### src/source/fixp_pkg.sv
package fixp_pkg;

    // signed fixed point, INT_W integer bits and FRAC_W fraction bits
    localparam int INT_W  = 20;
    localparam int FRAC_W = 13;
    localparam int FIX_W  = INT_W + FRAC_W;

    typedef logic signed [FIX_W-1:0] fix_t;

    // 1.0 is 2**FRAC_W
    localparam fix_t FIX_ONE = fix_t'(1) <<< FRAC_W;

    // saturation limits
    localparam fix_t FIX_MAX = {1'b0, {(FIX_W-1){1'b1}}};
    localparam fix_t FIX_MIN = {1'b1, {(FIX_W-1){1'b0}}};

endpackage

### src/source/persp_pkg.sv
package persp_pkg;

    // source image coordinates
    localparam int COORD_W = 10;

    typedef logic [COORD_W-1:0] coord_t;

    typedef struct packed {
        coord_t x;
        coord_t y;
    } point_t;

    typedef struct packed {
        point_t ul;
        point_t ur;
        point_t dr;
        point_t dl;
    } quad_t;

    // destination square is DST_SIZE on each side
    localparam int DST_SIZE = 99;

    // 8 unknowns, augmented with one right-hand column
    localparam int N_UNK   = 8;
    localparam int N_COL   = 9;
    localparam int RHS_COL = 8;

    typedef fixp_pkg::fix_t [N_COL-1:0] row_t;

    typedef struct packed {
        fixp_pkg::fix_t a;
        fixp_pkg::fix_t b;
        fixp_pkg::fix_t c;
        fixp_pkg::fix_t d;
        fixp_pkg::fix_t e;
        fixp_pkg::fix_t f;
        fixp_pkg::fix_t g;
        fixp_pkg::fix_t h;
    } coef_t;

    // pivot column, also the pivot lane
    typedef logic [2:0] step_t;

    typedef enum logic [1:0] {
        S_IDLE,
        S_SOLVE,
        S_DONE
    } ctl_state_e;

    typedef enum logic [1:0] {
        OP_HOLD,
        OP_LOAD,
        OP_PIVOT,
        OP_ELIM
    } lane_op_e;

endpackage

### src/source/solve_ctrl.sv
module solve_ctrl (
    input  logic                                     i_clk,
    input  logic                                     i_rst_n,
    input  logic                                     i_start,
    output persp_pkg::lane_op_e [persp_pkg::N_UNK-1:0] o_ops,
    output persp_pkg::step_t                         o_step,
    output logic                                     o_done
);
    import persp_pkg::*;

    ctl_state_e state;
    step_t      step;

    always_ff @(posedge i_clk or negedge i_rst_n) begin
        if (!i_rst_n) begin
            state <= S_IDLE;
            step  <= '0;
        end else begin
            case (state)
                S_IDLE: begin
                    if (i_start) begin
                        state <= S_SOLVE;
                        step  <= '0;
                    end
                end
                S_SOLVE: begin
                    step <= step + 1'b1;
                    if (step == step_t'(N_UNK - 1)) begin
                        state <= S_DONE;
                    end
                end
                S_DONE: begin
                    state <= S_IDLE;
                end
                default: begin
                    state <= S_IDLE;
                end
            endcase
        end
    end

    // load happens on the accepting edge itself
    always_comb begin
        for (int i = 0; i < N_UNK; i++) begin
            o_ops[i] = OP_HOLD;
            if (state == S_IDLE && i_start) begin
                o_ops[i] = OP_LOAD;
            end else if (state == S_SOLVE) begin
                o_ops[i] = (step_t'(i) == step) ? OP_PIVOT : OP_ELIM;
            end
        end
    end

    assign o_step = step;
    assign o_done = (state == S_DONE);

endmodule

### config.mk
export PLATFORM = sky130hd
export DESIGN_NAME = solve_ctrl
export DESIGN_NICKNAME = d
export VERILOG_FILES = /design/src/source/fixp_pkg.sv /design/src/source/persp_pkg.sv /design/src/source/solve_ctrl.sv
export SDC_FILE = /design/constraint.sdc
export NUM_CORES = 1
export LEC_CHECK = 0
export ABC_AREA = 1
export BUFFER_PORTS_ARGS = -buffer_cell sky130_fd_sc_hd__buf_4
export CORE_AREA = 2 2 39 41
export CTS_CLUSTER_DIAMETER = 120
export DETAILED_ROUTE_END_ITERATION = 8
export DIE_AREA = 0 0 41 43
export HOLD_SLACK_MARGIN = 0.1
export SLEW_MARGIN = 0
export SYNTH_ARGS = -nofsm -noshare
export SYNTH_HDL_FRONTEND = slang
export SYNTH_SLANG_ARGS = --single-unit
### constraint.sdc
create_clock -name i_clk -period 1.5 [get_ports i_clk]
set_clock_uncertainty 0.15 [all_clocks]
set_input_delay 0.225 -clock i_clk [delete_from_list [all_inputs] [get_ports i_clk]]
set_output_delay 0.225 -clock i_clk [all_outputs]
set_load 0.1 [all_outputs]
======== Word level (Yosys, flattened, before mapping) ========
Index checks and enable logic that the tools add are counted.
Widths: inputs -> output; s select.
operators by class
  $add $sub $neg .......................... 1
  eq/ne operators ......................... 12
  mux-type cells .......................... 29
  reduce and logical (&&, ||, !) cells .... 6
operators with widths
  kind                 count
  $mux 2               18
  $eq 3x3->1 const A   4
  $mux 1               8
  $eq 2x3->1 const A   2
  $pmux 3 s2           1
  $ne 2x2->1 const B   2
  $pmux 2 s2           1
  $reduce_and 2->1     2
  $add 3x1->3 const B  1
  $eq 1x3->1 const A   1
  $eq 3x3->1 const B   1
  $logic_not 3->1      1
  $mux 3               1
  $eq 2x1->1 const B   1
  $eq 2x2->1 const B   1
  $logic_not 2->1      1
  $reduce_bool 2->1    1
  $logic_and 1x1->1    1
word-level totals
  bits in registers ....................... 5
  bits of input ports ..................... 3
  output and inout port bits .............. 20
  logic and storage cells ................. 50

======== Depth between registers and ports, before layout ========
Gate-level depths: netlist (run 1).
  depth in word-level cells ............... 4
  mapped depth ............................ 6
  depth with buffers taken out ............ 5

======== Worst setup path before layout (run 1) ========
No wires, ideal clock.
  path type ............................... reg2out
  start ................................... register step[0], in the netlist o_step[0]
  end ..................................... output port o_ops[4] (netlist name)
  data arrival time ....................... 2.821 ns
  required time ........................... 1.125 ns
  setup slack ............................. -1.696 ns
  stages on the path, launching flop included .. 6
  path buffers ............................ 0
  path through ............................ dfrtp_1 inv_1 ha_1 inv_1 nor2_1 o21ai_1
RTL lines
  what                      RTL line          RTL
  start: declaration        solve_ctrl.sv:12  step_t step;
  start signal: assignment  solve_ctrl.sv:27  step <= step + 1'b1;
  end: declaration          solve_ctrl.sv:5   output persp_pkg::lane_op_e [persp_pkg::N_UNK-1:0] o_ops,

==> results.md, run 1 <==
- Setup violations, final: 14
- Vias in the first global route: 496
- Top-area cell type share of the netlist area: 27.9%
- Status: finished, violations left
- Synth Net Count: 72
- CTS Buf Count: 3
- IO Pins: 23
- Worst-skew pair later-pin latency: 0.24 ns
- WS Path Type: reg2out
- Fin util: 83.1%
- Largest net degree at the start of global routing: 11
- Reg2reg path depth: 4
- Max Slew Vio Count: 0
- Worst Max-Slew Pin Slew: 0.279 ns
- ANT cells: 0
- Clock-pin slew of the registers on the worst-case setup and hold paths: 0.05 ns
- Chip height: 43 µm
- Clock sink count: 5
- Post-Syn Area: 448 µm²
- Number of detailed-route iterations in the first pass: 2
- Vias: 495
- Failing checks: setup timing
- Hold Crit Class: in2async
- Die W: 41 µm
- Synth top area cells: dfrtp_1, ha_1, nand2_1
- Yosys reg bits: 5
- Most common cell after layout, fill and taps aside: buf_12
- Syn_area_per_cell: 7.11 µm²
- TritonCTS clock tree: yes
- Initial antenna violation count: 0
- Final period util: 121%
- Finished Layout Cells: 110
- Grt total ovfl: 0
- Hold Vio Cnt, Final: 0
- Total core area: 1380 µm²
- Mapped Cells: 63
- Gr usage total: 18.3%
- Worst Path Max Fanout: 5
- Cell mode on critical path: ha_4
- Sequential area share after synthesis: 27.9%
- Crit Reg-Reg Endpoint: state[0]$_DFFE_PN0P_
- Synth cell types: 13
- Slowest Stage Delay on Critical Path: 0.52 ns
- Detailed-route DRC error count: 0
- Layout fillers: 79
- Post-layout nets: 104
- Final WL: 1300 µm
- DR iter-0 viols: 2
- Area Overhead vs Synth: 157%
- Nature of the critical path startpoint: register
- Slowest CP cell: dfrtp_4
- DR WL/cell: 11.8 µm
- RSZ-0062 raised after global routing: true
- Crit path capture type: output pin
- Synth area leader: dfrtp_1
- # placed instances: 101
- Global-route wire length before repair: 2170 µm
- Reg2Reg Launch Point: o_step[0]$_DFFE_PN0P_
- Die ar.: 1760 µm²
- Routed vias/inst: 4.50
- Share of cells above drive strength 1: 75.5%
- Clk root buf: clkbuf_4
- Post-DP HPWL: 840 µm
- Final setup margin: -0.320 ns
- Internal reg-to-reg setup slack: 0.14 ns
- Relative slew slack: 81.6%
- Core Rows: 14
- Synth warnings: 0
- Initial Util: 32.4%
- # Max-Cap Violations: 0
- Deepest clock path buffer count: 2
- Post-DRT Antenna Nets: 0
- Fmax: 549 MHz
- Dpl ws: -0.135 ns
- Port Buffers: 22
- Min Tclk post-route: 1.82 ns
- Required time of the critical path: 1.12 ns
- WP data arrival: 1.45 ns
- H-tree Lvls: 1
- Most frequent cells in the layout: buf_12, buf_4, nand2_1, o21ai_4, inv_1
- GP Congestion: 0.683
- Cell Chain, Critical Path: ha_4 > ha_4 > o21ai_4 > buf_12
## registers in the layout, summed over array words and instances, names as in the netlist
name    cells
o_step      3
state       2
## cells by family after synthesis
group / synth area share, %
buffers and inverters: 23.7
AOI/OAI and AO/OA: 7.54
DFF: 27.9
adders and majority gates: 16.8
and+or+nand+nor: 24.0
## Yosys cell counts
library cell  instances
dfrtp_1               5
buf_2                 1
buf_4                 7
nand3_1               3
inv_1                 8
ha_1                  6
nand2_2               1
o21ai_1               5
nor2_1                6
inv_2                 2
nand2_1              17
buf_6                 1
o21ai_2               1
## critical path: cells and delay by family (launching register included)
kind | cells | cell delay, ns
fa+ha+maj | 2 | 0.36
compound gates | 1 | 0.14
flops | 1 | 0.52
buf+inv | 1 | 0.19
## layout make-up
cell class | count | area (µm²) | share of cell area, %
inverter | 10 | 47.5 | 4.13
sequential | 5 | 138 | 12.0
timing repair inverter | 1 | 16.3 | 1.41
multi-input combinational | 39 | 407 | 35.4
tap | 16 | 20.0 | 1.74
timing repair buffer | 35 | 495 | 43.1
clock buffer | 4 | 26.3 | 2.29
## worst max path at each step
stage | slack, ns | to | depth (start not counted) | startpoint
after detailed placement | -0.14 | o_ops[6] | 4 | o_step[1]$_DFFE_PN0P_
after global routing | -0.36 | o_ops[12] | 6 | o_step[0]$_DFFE_PN0P_
after global placement | -0.13 | o_ops[6] | 4 | o_step[1]$_DFFE_PN0P_
after CTS | -0.32 | o_ops[14] | 4 | o_step[0]$_DFFE_PN0P_
final | -0.32 | o_ops[14] | 4 | o_step[0]$_DFFE_PN0P_
after floorplan | -0.44 | o_ops[6] | 3 | o_step[1]$_DFFE_PN0P_
## routing by layer
metal	vias to the layer above	global-route usage (%)	part of all wire [%]
met5	-	0	0
met4	0	8.00	0.92
met3	2	3.66	4.1
li1	249	-	-
met2	17	27.8	55
met1	227	23.9	40
## metrics by stage
step           TNS (ns)  hold slack [ns]  instance area, µm²
4_1_cts           -2.63            0.164                1100
5_1_grt           -3.72            0.183                1150
6_report          -3.03            0.168                1150
3_3_place_gp     -0.790           -0.120                 816
3_5_place_dp     -0.828           -0.118                 816
2_1_floorplan     -2.47           -0.221                 652
## repair_timing
action,4_1_cts,5_1_grt
gates resized for setup,56,13
setup endpoints to repair,17,17
setup buffers,2,1
hold endpoints to repair,5,0
gates cloned,1,0
hold buffers,1,0
pin swaps,4,1
Power of run 1 is left out: the tool's default activity adds up to more than one toggle a clock period on the data nets, which glitch-free logic cannot reach.
==> run 2, diff against run 1 <==
- RECOVER_POWER: not set -> 25
==> run 2 against run 1 <==
Against the previous run:
- utilization decreased by 0.27 points
- worst setup slack hardly changed
- final cell count unchanged
- the flow still finishes with violations (setup timing)
- clock-buffer cell count is the same
- via count stayed put
==> results.md, run 2 (synthesis gave the netlist of run 1 again) <==
- Status: finished, violations left
- Failing checks: setup timing
- Chip height: 43 µm (unchanged)
- WS Path Type: reg2out
- Final setup margin: -0.320 ns (-0.0000370 ns)
- Top sig layer: met4
- Most frequent cells in the layout: buf_12, buf_4, nand2_1, o21ai_4, inv_1
- Worst Path Max Fanout: 5 (unchanged)
- Hold Crit Class: in2reg
- Post-DP HPWL: 840 µm (unchanged)
- RSZ-0062 raised after global routing: true
- Total core area: 1380 µm² (unchanged)
- Dpl cell area: 816 µm² (unchanged)
- TritonCTS clock tree: yes
- Vias in the first global route: 496 (unchanged)
- Vias: 495 (unchanged)
- Metal3 WL: 53 µm (unchanged)
- Die W: 41 µm (unchanged)
- Largest net degree at the start of global routing: 11 (unchanged)
- Relative slew slack: 81.4% (-0.21 points)
- Clock sink count: 5 (unchanged)
- Post-DRT Antenna Nets: 0 (unchanged)
- Port Buffers: 22 (unchanged)
- Metal2 WL: 713 µm (unchanged)
- Finished Layout Cells: 110 (unchanged)
- Clock-pin slew of the registers on the worst-case setup and hold paths: 0.05 ns (about the same)
- Die ar.: 1760 µm² (unchanged)
- Global-route wire length before repair: 2170 µm (unchanged)
- H-tree Lvls: 1 (unchanged)
- DR WL/cell: 11.8 µm (+0.15%)
- Post-layout nets: 104 (unchanged)
- Deepest clock path buffer count: 2 (unchanged)
- Total Negative Setup Slacks: -3.03 ns (+0.000980 ns)
- Required time of the critical path: 1.12 ns (about the same)
- Area Overhead vs Synth: 156%
- Clk root buf: clkbuf_4
- Worst Max-Slew Pin Slew: 0.280 ns (+0.000880 ns)
- Most common cell after layout, fill and taps aside: buf_12
- ANT cells: 0 (unchanged)
- Final period util: 121% (about the same)
- Detailed-route DRC error count: 0 (unchanged)
- # Max-Cap Violations: 0 (unchanged)
- Core Rows: 14 (unchanged)
- Fmax: 549 MHz (about the same)
- Max FFs per register: 3 (unchanged)
- Min Tclk post-route: 1.82 ns (+0.0000370 ns)
- Finished Cell Area: 1150 µm² (-0.33%)
- Hold Vio Cnt, Final: 0 (unchanged)
- IO Pins: 23 (unchanged)
- Crit path capture type: output pin
- Gr usage total: 18.3% (unchanged)
- Setup violations, final: 14 (unchanged)
- Share of cells above drive strength 1: 74.5% (-1.1 points)
- Worst-skew pair later-pin latency: 0.24 ns (about the same)
- DR iter-0 viols: 2 (unchanged)
- GP Congestion: 0.683 (unchanged)
- Initial antenna violation count: 0 (unchanged)
- Number of detailed-route iterations in the first pass: 2 (unchanged)
- Worst hold slack: 0.189 ns (+0.0218 ns)
- # placed instances: 101 (unchanged)
- Grt total ovfl: 0 (unchanged)
- Met1 Wirelength: 523 µm (+0.38%)
- Max Slew Vio Count: 0 (unchanged)
- Nature of the critical path startpoint: register
- Routed vias/inst: 4.50 (unchanged)
- WP data arrival: 1.45 ns (about the same)
- CTS Buf Count: 3 (unchanged)
- Final WL: 1300 µm (+0.15%)
- Initial Util: 32.4% (unchanged)
run 2: path summary, 6_finish.rpt:
| kind | cells past startpoint | from | slack [ns] | to |
|---|---|---|---|---|
| worst max register to register | 4 | o_step[0]$_DFFE_PN0P_ | 0.14 | state[0]$_DFFE_PN0P_ |
| max in group asynchronous | 2 | i_rst_n | 0.74 | state[0]$_DFFE_PN0P_ |
| worst min register to register | 2 | o_step[1]$_DFFE_PN0P_ | 0.47 | o_step[1]$_DFFE_PN0P_ |
| min in group asynchronous | 2 | i_rst_n | 0.22 | o_step[1]$_DFFE_PN0P_ |
| worst min-delay path | 4 | i_start | 0.19 | o_step[2]$_DFFE_PN0P_ |
| worst max-delay path | 4 | o_step[0]$_DFFE_PN0P_ | -0.32 | o_ops[14] |
run 2: layer usage:
metal  vias to the layer above  GRT usage [%]
met4                         0           8.00
met3                         2           3.66
li1                        249              -
met1                       227           23.9
met2                        17           27.8
met5                         -              0
run 2: cell type report:
| cell class | instances | area (µm²) |
|---|---|---|
| Clock buffer | 4 | 26.3 |
| Inverter | 10 | 47.5 |
| Sequential cell | 5 | 138 |
| Tap cell | 16 | 20.0 |
| Timing Repair Buffer | 35 | 492 |
| Multi-Input combinational cell | 39 | 407 |
| Timing Repair inverter | 1 | 16.3 |
| Fill cell | 81 | 238 |
run 2: through the flow:
| stage | util (%) | setup slack (ns) |
|---|---|---|
| final | 82.8 | -0.320 |
| after global routing | 82.8 | -0.361 |
| after CTS | 79.3 | -0.316 |
| after detailed placement | 59.0 | -0.135 |
| after global placement | 59.0 | -0.133 |
| after floorplan | - | -0.442 |
run 2: repair_timing:
action / in CTS / in global routing
resized for setup: 56 / 13
pin swaps: 4 / 1
hold buffers: 1 / 0
endpoints found under the hold margin: 5 / 0
cloned: 1 / 0
endpoints found under the setup margin: 17 / 17
setup buffers: 2 / 1
run 2: critical path, cell delays in order, from the launching register on:
cell and delay, ns:
dfrtp_4 0.52, ha_4 0.20, ha_4 0.16, o21ai_4 0.14
buf_12 0.19
Power of run 2 is left out for the same reason.
